[src/dma_bench_pkg.sv]
`default_nettype none

////////////////////////////////////////////////////////////////////////////
// shared widths and types for the dma read benchmark
////////////////////////////////////////////////////////////////////////////

package dma_bench_pkg;

	// host address width on the read command
	localparam int addr_w = 64;

	// byte length carried by the read command
	localparam int len_w = 32;

	// counters, status words, offset and pattern word
	localparam int cnt_w = 32;

	// one dma data beat
	localparam int data_w = 512;

	// 64 bytes per beat
	// beat count = length >> beat_bytes_log2
	localparam int beat_bytes_log2 = 6;

	// read command machine
	//   st_idle  waiting for a start edge
	//   st_cmd   command valid, waiting for ready
	//   st_data  collecting beats until the last one
	typedef enum logic [1:0] {
		st_idle = 2'd0,
		st_cmd  = 2'd1,
		st_data = 2'd2
	} rd_state_t;

endpackage

`default_nettype wire
// dma_rd_my.sv
`timescale 1ns/10ps
`default_nettype none

module dma_rd_my import dma_bench_pkg::*; (
	input  wire               pcie_clk,
	input  wire               pcie_aresetn,
	// run control
	input  wire               rd_start,
	input  wire  [addr_w-1:0] rd_addr,
	input  wire  [len_w-1:0]  rd_length,
	input  wire  [cnt_w-1:0]  rd_offset,
	// read command to the dma core
	output logic              cmd_valid,
	input  wire               cmd_ready,
	output logic [addr_w-1:0] cmd_addr,
	output logic [len_w-1:0]  cmd_length,
	// returned read data
	input  wire               rd_data_valid,
	input  wire  [data_w-1:0] rd_data,
	// results
	output logic [cnt_w-1:0]  rd_th_sum,
	output logic [cnt_w-1:0]  rd_lat_sum,
	output logic [cnt_w-1:0]  error_cnt,
	output logic [cnt_w-1:0]  error_index
);

	logic start_pulse;
	logic cmd_fire;
	logic in_data;
	logic beat_last;

	// command payload straight from the run inputs
	assign cmd_addr   = rd_addr;
	assign cmd_length = rd_length;

	dma_rd_fsm u_fsm (
		.pcie_clk     (pcie_clk),
		.pcie_aresetn (pcie_aresetn),
		.rd_start     (rd_start),
		.cmd_ready    (cmd_ready),
		.beat_last    (beat_last),
		.cmd_valid    (cmd_valid),
		.start_pulse  (start_pulse),
		.cmd_fire     (cmd_fire),
		.in_data      (in_data)
	);

	dma_perf_timer u_timer (
		.pcie_clk      (pcie_clk),
		.pcie_aresetn  (pcie_aresetn),
		.start_pulse   (start_pulse),
		.cmd_fire      (cmd_fire),
		.in_data       (in_data),
		.rd_data_valid (rd_data_valid),
		.rd_th_sum     (rd_th_sum),
		.rd_lat_sum    (rd_lat_sum)
	);

	dma_rd_checker u_checker (
		.pcie_clk      (pcie_clk),
		.pcie_aresetn  (pcie_aresetn),
		.start_pulse   (start_pulse),
		.in_data       (in_data),
		.rd_length     (rd_length),
		.rd_offset     (rd_offset),
		.rd_data_valid (rd_data_valid),
		.rd_data       (rd_data),
		.beat_last     (beat_last),
		.error_cnt     (error_cnt),
		.error_index   (error_index)
	);

endmodule

`default_nettype wire

[src/dma_rd_checker.sv]
`timescale 1ns/10ps
`default_nettype none

module dma_rd_checker import dma_bench_pkg::*; (
	input  wire               pcie_clk,
	input  wire               pcie_aresetn,
	input  wire               start_pulse,
	input  wire               in_data,
	input  wire  [len_w-1:0]  rd_length,
	input  wire  [cnt_w-1:0]  rd_offset,
	input  wire               rd_data_valid,
	input  wire  [data_w-1:0] rd_data,
	output logic              beat_last,
	output logic [cnt_w-1:0]  error_cnt,
	output logic [cnt_w-1:0]  error_index
);

	logic [len_w-1:0] beat_total;
	logic [cnt_w-1:0] last_idx;
	logic [cnt_w-1:0] offset;
	logic [cnt_w-1:0] beat_idx;
	logic             beat_hit;
	logic             beat_bad;
	logic             err_seen;

	////////////////////////////////////////////////////////////////////////////
	// run setup
	////////////////////////////////////////////////////////////////////////////

	// bytes to beats
	assign beat_total = rd_length >> beat_bytes_log2;

	// snapshot at start, inputs are meant to stay put anyway
	always_ff @(posedge pcie_clk) begin
		if (start_pulse) begin
			last_idx <= cnt_w'(beat_total - 1'b1);
			offset   <= rd_offset;
		end
	end

	////////////////////////////////////////////////////////////////////////////
	// beat counting
	////////////////////////////////////////////////////////////////////////////

	// data sink is always ready, valid alone is a beat
	// stray beats outside the data phase are dropped here
	assign beat_hit  = in_data & rd_data_valid;
	assign beat_last = beat_hit & (beat_idx == last_idx);

	always_ff @(posedge pcie_clk) begin
		if (!pcie_aresetn) begin
			beat_idx <= '0;
		end else if (start_pulse || beat_last) begin
			beat_idx <= '0;
		end else if (beat_hit) begin
			beat_idx <= beat_idx + 1'b1;
		end
	end

	////////////////////////////////////////////////////////////////////////////
	// pattern check
	////////////////////////////////////////////////////////////////////////////

	// expected low word is index plus offset
	assign beat_bad = beat_hit & (rd_data[cnt_w-1:0] != (beat_idx + offset));

	// running total across runs, reset only
	always_ff @(posedge pcie_clk) begin
		if (!pcie_aresetn) begin
			error_cnt <= '0;
		end else if (beat_bad) begin
			error_cnt <= error_cnt + 1'b1;
		end
	end

	// first bad beat of the run wins
	always_ff @(posedge pcie_clk) begin
		if (!pcie_aresetn) begin
			err_seen    <= 1'b0;
			error_index <= '0;
		end else if (start_pulse) begin
			err_seen    <= 1'b0;
			error_index <= '0;
		end else if (beat_bad && !err_seen) begin
			err_seen    <= 1'b1;
			error_index <= beat_idx;
		end
	end

endmodule

`default_nettype wire

[src/dma_perf_timer.sv]
`timescale 1ns/10ps
`default_nettype none

module dma_perf_timer import dma_bench_pkg::*; (
	input  wire              pcie_clk,
	input  wire              pcie_aresetn,
	input  wire              start_pulse,
	input  wire              cmd_fire,
	input  wire              in_data,
	input  wire              rd_data_valid,
	output logic [cnt_w-1:0] rd_th_sum,
	output logic [cnt_w-1:0] rd_lat_sum
);

	////////////////////////////////////////////////////////////////////////////
	// throughput counter
	////////////////////////////////////////////////////////////////////////////

	// counts every cycle of the data phase, gaps included
	// last count lands on the edge of the final beat
	always_ff @(posedge pcie_clk) begin
		if (!pcie_aresetn) begin
			rd_th_sum <= '0;
		end else if (start_pulse) begin
			rd_th_sum <= '0;
		end else if (in_data) begin
			rd_th_sum <= rd_th_sum + 1'b1;
		end
	end

	////////////////////////////////////////////////////////////////////////////
	// latency counter
	////////////////////////////////////////////////////////////////////////////

	logic lat_en;
	logic first_beat;

	// window opens on entry to the data phase
	// and closes before the phase can end
	assign first_beat = lat_en & rd_data_valid;

	// open at command fire, close on the first beat
	always_ff @(posedge pcie_clk) begin
		if (!pcie_aresetn) begin
			lat_en <= 1'b0;
		end else if (first_beat) begin
			lat_en <= 1'b0;
		end else if (cmd_fire) begin
			lat_en <= 1'b1;
		end
	end

	// first beat right after fire gives a sum of 1
	always_ff @(posedge pcie_clk) begin
		if (!pcie_aresetn) begin
			rd_lat_sum <= '0;
		end else if (start_pulse) begin
			rd_lat_sum <= '0;
		end else if (lat_en) begin
			rd_lat_sum <= rd_lat_sum + 1'b1;
		end
	end

endmodule

`default_nettype wire

[src/dma_rd_fsm.sv]
`timescale 1ns/10ps
`default_nettype none

module dma_rd_fsm import dma_bench_pkg::*; (
	input  wire  pcie_clk,
	input  wire  pcie_aresetn,
	input  wire  rd_start,
	input  wire  cmd_ready,
	input  wire  beat_last,
	output logic cmd_valid,
	output logic start_pulse,
	output logic cmd_fire,
	output logic in_data
);

	////////////////////////////////////////////////////////////////////////////
	// start synchronizer and edge detect
	////////////////////////////////////////////////////////////////////////////

	logic      rd_start_r;
	logic      rd_start_rr;
	rd_state_t state;

	// two stage capture of the start level
	always_ff @(posedge pcie_clk) begin
		if (!pcie_aresetn) begin
			rd_start_r  <= 1'b0;
			rd_start_rr <= 1'b0;
		end else begin
			rd_start_r  <= rd_start;
			rd_start_rr <= rd_start_r;
		end
	end

	// rising edge only, a held level gives one pulse
	// a start while a run is busy is dropped
	assign start_pulse = rd_start_r & ~rd_start_rr & (state == st_idle);

	////////////////////////////////////////////////////////////////////////////
	// read command FSM
	////////////////////////////////////////////////////////////////////////////

	// valid is a pure decode of the state
	assign cmd_valid = (state == st_cmd);

	// handshake edge, one cycle, shared with the timer
	assign cmd_fire = cmd_valid & cmd_ready;

	// data phase level for timer and checker
	assign in_data = (state == st_data);

	always_ff @(posedge pcie_clk) begin
		if (!pcie_aresetn) begin
			state <= st_idle;
		end else begin
			case (state)
				st_idle: begin
					if (start_pulse) begin
						state <= st_cmd;
					end
				end
				st_cmd: begin
					// hold until the core takes the command
					if (cmd_fire) begin
						state <= st_data;
					end
				end
				st_data: begin
					// checker flags the final beat
					if (beat_last) begin
						state <= st_idle;
					end
				end
				default: begin
					state <= st_idle;
				end
			endcase
		end
	end

endmodule

`default_nettype wire

[config.mk]
export PLATFORM = sky130hd
export DESIGN_NAME = dma_rd_my
export DESIGN_NICKNAME = d
export VERILOG_FILES = /design/src/dma_bench_pkg.sv /design/src/dma_rd_my.sv /design/src/dma_rd_checker.sv /design/src/dma_perf_timer.sv /design/src/dma_rd_fsm.sv
export SDC_FILE = /design/constraint.sdc
export NUM_CORES = 1
export LEC_CHECK = 0
export ABC_AREA = 1
export BUFFER_PORTS_ARGS = -buffer_cell sky130_fd_sc_hd__buf_2
export CORE_AREA = 2 2 339 341
export DETAILED_ROUTE_END_ITERATION = 6
export DIE_AREA = 0 0 341 343
export PLACE_DENSITY_LB_ADDON = 0.3
export SLEW_MARGIN = 15
export SYNTH_ARGS = -nofsm -noshare
export SYNTH_HDL_FRONTEND = slang
export SYNTH_SLANG_ARGS = --single-unit
export TNS_END_PERCENT = 30
[constraint.sdc]
create_clock -name pcie_clk -period 11.7 [get_ports pcie_clk]
set_input_delay 0 -clock pcie_clk [delete_from_list [all_inputs] [get_ports pcie_clk]]
set_output_delay 0 -clock pcie_clk [all_outputs]
set_load 0.005 [all_outputs]
==> metrics.json <==
{
  "status": {"value": "completed"},
  "synth_edf_count": {"value": 59},
  "timing.final.hold_violations": {"value": 0},
  "antenna_found_initial": {"value": 33},
  "holdCritStartpoint": {"value": "rd_addr[0]"},
  "drt_first_pass_iters": {"value": 5},
  "setup_tns": {"value": 0, "unit": "ns"},
  "synthCells": {"value": 2126},
  "initial_core_util": {"value": 0.129},
  "setup.worst_path.class": {"value": "input pin to register"},
  "worst_path_cell_chain": {"value": "dlygate4sd3_1 -> buf_2 -> inv_1 -> ha_1 -> inv_1 -> or2_1 -> nor2_1 -> inv_1 -> nor4_2 -> nand4_1 -> nor3_1 -> inv_1 -> nor2_1 -> inv_1 -> nor2_1 -> inv_1 -> o21ai_0 -> dlygate4sd3_1 -> nand2_1 -> dlygate4sd3_1"},
  "tightestPinTransition": {"value": 0.913, "unit": "ns"},
  "holdPathEnd": {"value": "cmd_addr[0]"},
  "worstReg2RegStart": {"value": "u_checker.beat_idx[0]$_SDFFE_PP0P_"},
  "chip_width": {"value": 341, "unit": "microns"},
  "grt_pass1_vias": {"value": 13190},
  "synth.ff_latch_count": {"value": 225},
  "clock_latency": {"value": 0.59, "unit": "ns"},
  "ioPinCount": {"value": 870},
  "cts_repair_resize_count": {"value": 0},
  "synth-seq-area-share": {"value": 0.349},
  "synth_area_per_cell": {"value": 6.87, "unit": "sq um"},
  "power.density": {"value": 104, "unit": "nW/um^2"},
  "drv_slew": {"value": 0},
  "fin_cells": {"value": 3906},
  "totalWireLength": {"value": 62.0, "unit": "mm"},
  "cpPeakStageDelay": {"value": 0.56, "unit": "ns"},
  "grt_pass1_wl": {"value": 88.7, "unit": "mm"},
  "global_route.usage.total": {"value": 0.103},
  "post_dp_cell_area": {"value": 16900, "unit": "sq um"},
  "post-dp-hpwl": {"value": 50.6, "unit": "mm"},
  "synth.most_common_cell": {"value": "nand2_1"},
  "cts_root_buf": {"value": "clkbuf_16"},
  "core": {"value": 113000, "unit": "sq um"},
  "dr_total_vias": {"value": 13864},
  "crit_required": {"value": 12.03, "unit": "ns"},
  "reg2reg_setup_slack": {"value": 7.75, "unit": "ns"},
  "cts.sink_count": {"value": 225},
  "finalCriticalPeriod": {"value": 3.95, "unit": "ns"},
  "rsz0062_at_grt": {"value": "no"},
  "cp-end-kind": {"value": "register"},
  "drive_gt1_frac": {"value": 0.148},
  "cts.clk_slew.worst_paths": {"value": 0.06, "unit": "ns"},
  "setup_slack": {"value": 7.75, "unit": "ns"},
  "synth_commonest_cells": {"value": "nand2_1, inv_1, nor2_1"},
  "area.growth.synth_to_final": {"value": 28.2, "unit": "%"},
  "cts_made_buffers": {"value": 30},
  "layout_worst_path_cycle_share": {"value": 0.338},
  "fin_skew": {"value": 0.0266, "unit": "ns"},
  "crit_arrival": {"value": 4.27, "unit": "ns"},
  "timing.hold.worst.class": {"value": "input pin to output port"},
  "cts-root-to-sink-buffers": {"value": 3},
  "rr_endpoint": {"value": "u_checker.error_index[31]$_SDFFE_PP0P_"},
  "grt_max_degree": {"value": 67},
  "layout.nets": {"value": 3038},
  "floorplan.die.height": {"value": 343, "unit": "microns"},
  "worst-path-max-fanout": {"value": 4},
  "min_path_cells": {"value": 0},
  "power.leakage": {"value": 7.77, "unit": "nW"},
  "yosys-top-cells-area": {"value": "dfxtp_1, nand2_1, edfxtp_1"},
  "placement.setup.worst_slack": {"value": 7.75, "unit": "ns"},
  "drt_iter0_drc": {"value": 651},
  "globalRoute.totalOverflow": {"value": 0},
  "synth_fp_nets": {"value": 2808},
  "ys_warns": {"value": 0},
  "synthesis.area": {"value": 14600, "unit": "sq um"},
  "post-synth-top-area-fraction": {"value": 0.228},
  "critical_path.startpoint_type": {"value": "input pin"},
  "max_slew_margin": {"value": 0.391},
  "report.final.setup_viol": {"value": 0},
  "overall_die_area": {"value": 117000, "unit": "sq um"},
  "route.detailed.vias_per_inst": {"value": 3.55},
  "worstRegToRegCells": {"value": 19},
  "cts_max_level": {"value": 1},
  "cts_tree": {"value": "yes"},
  "crit_slowest_cell": {"value": "dlygate4sd3_1"},
  "buffer_ports.inserted": {"value": 249},
  "crit_top_cell": {"value": "inv_1"},
  "ir_worst_vdd": {"value": 0.105, "unit": "mV"},
  "final_area": {"value": 18700, "unit": "sq um"},
  "detail_route.wl_per_cell": {"value": 15.9, "unit": "microns"},
  "cts_hold_repair.buffers": {"value": 79},
  "gp_congestion": {"value": 0.833},
  "fp-row-count": {"value": 124},
  "synth_area_leader": {"value": "dfxtp_1"},
  "ys_dominant_reg_cell": {"value": "dfxtp_1"},
  "postRouteAntennaNets": {"value": 0},
  "drcViolationCount": {"value": 0},
  "cell_count_after_placement": {"value": 3757},
  "ys_async_sr_fraction": {"value": 0},
  "timing.max_cap.violations": {"value": 0},
  "netlist-cell-type-count": {"value": 50},
  "post-cts-setup-buffer-count": {"value": 0},
  "max_freq": {"value": 253, "unit": "MHz"}
}
==> area by class of cell <==
class                           count  area [sq um]
Fill cell                       13087         94700
Multi-Input combinational cell   1403          7230
Sequential cell                   225          5090
Timing Repair Buffer              336          2100
Tap cell                         1512          1890
Inverter                          360          1350
Clock buffer                       43           881
Clock inverter                     13           128
Antenna cell                       14          35.0
==> how the worst max path moves through the flow <==
| stage | from | slack, ns | to |
|---|---|---|---|
| 6_report | rd_length[6] | 7.75 | u_checker.last_idx[22]$_DFFE_PP_ |
| 5_1_grt | rd_length[6] | 7.33 | u_checker.last_idx[22]$_DFFE_PP_ |
| 4_1_cts | u_checker.beat_idx[0]$_SDFFE_PP0P_ | 7.73 | u_checker.error_index[31]$_SDFFE_PP0P_ |
| 3_5_place_dp | u_checker.beat_idx[0]$_SDFFE_PP0P_ | 7.75 | u_checker.error_index[31]$_SDFFE_PP0P_ |
| 3_3_place_gp | u_checker.beat_idx[0]$_SDFFE_PP0P_ | 7.74 | u_checker.error_index[31]$_SDFFE_PP0P_ |
| 2_1_floorplan | u_fsm.state[1]$_SDFFE_PN0P_ | 3.47 | u_checker.beat_idx[31]$_SDFFE_PP0P_ |
==> through the flow <==
| stage | utilization | total power, mW | hold WS [ns] |
|---|---|---|---|
| 4_1_cts | 0.165 | 1.99 | 0.0000346 |
| 3_3_place_gp | 0.149 | 0.993 | 0.0000346 |
| 5_1_grt | 0.165 | 2.03 | 0.00000846 |
| 6_report | 0.165 | 1.95 | 0.00000166 |
| 3_5_place_dp | 0.149 | 0.993 | 0.0000346 |
| 2_1_floorplan | - | 0.942 | 0.0808 |
==> registers in the layout, indices dropped and copies added (netlist names) <==
name	flops
u_checker.beat_idx	32
u_checker.err_seen	1
u_checker.error_cnt	32
u_checker.error_index	32
u_checker.last_idx	27
u_checker.offset	32
u_fsm.rd_start_r	1
u_fsm.rd_start_rr	1
u_fsm.state	2
u_timer.lat_en	1
u_timer.rd_lat_sum	32
u_timer.rd_th_sum	32
==> critical path: cells and delay by family <==
kind            cells  cell delay, ns
fa+ha+maj           1            0.16
buf+inv            10            2.31
compound gates      1            0.14
simple gates        8            1.65
==> where the power goes <==
group	switching, mW	total, mW	internal, mW
Clock	0.389	0.954	0.564
Combinational	0.105	0.172	0.0670
Sequential	0.00749	0.822	0.814
==> per-layer routing <==
layer,vias up,GRT usage,share of wire
li1,7172,-,-
met1,6244,0.126,0.43
met2,325,0.169,0.46
met3,101,0.0385,0.082
met4,22,0.0228,0.025
met5,-,0,0.0025
==> cell families (layout without fill, tap and decap cells) <==
group	Yosys count	in the layout	share of synthesized area
adder cells (fa/ha/maj)	37	37	0.0322
AND/OR/NAND/NOR	1090	1090	0.333
XOR/XNOR	115	115	0.0699
AO/OA/AOI/OAI	161	161	0.0598
flip-flops	225	225	0.349
buffers and inverters	498	752	0.156
other	0	14	0
==> layout by cell type, fill, tap and decap left out, types with 14 or more instances in the layout <==
master	n
nand2_1	535
inv_1	342
buf_2	249
nor2_1	190
dfxtp_1	166
nand3_1	134
a21oi_1	105
dlygate4sd3_1	79
xor2_1	72
nand4_1	69
nor3_1	69
edfxtp_1	59
xnor2_1	42
ha_1	36
clkbuf_16	31
o21ai_0	26
nor4_1	25
diode_2	14
(Power assumes the default switching activity.)
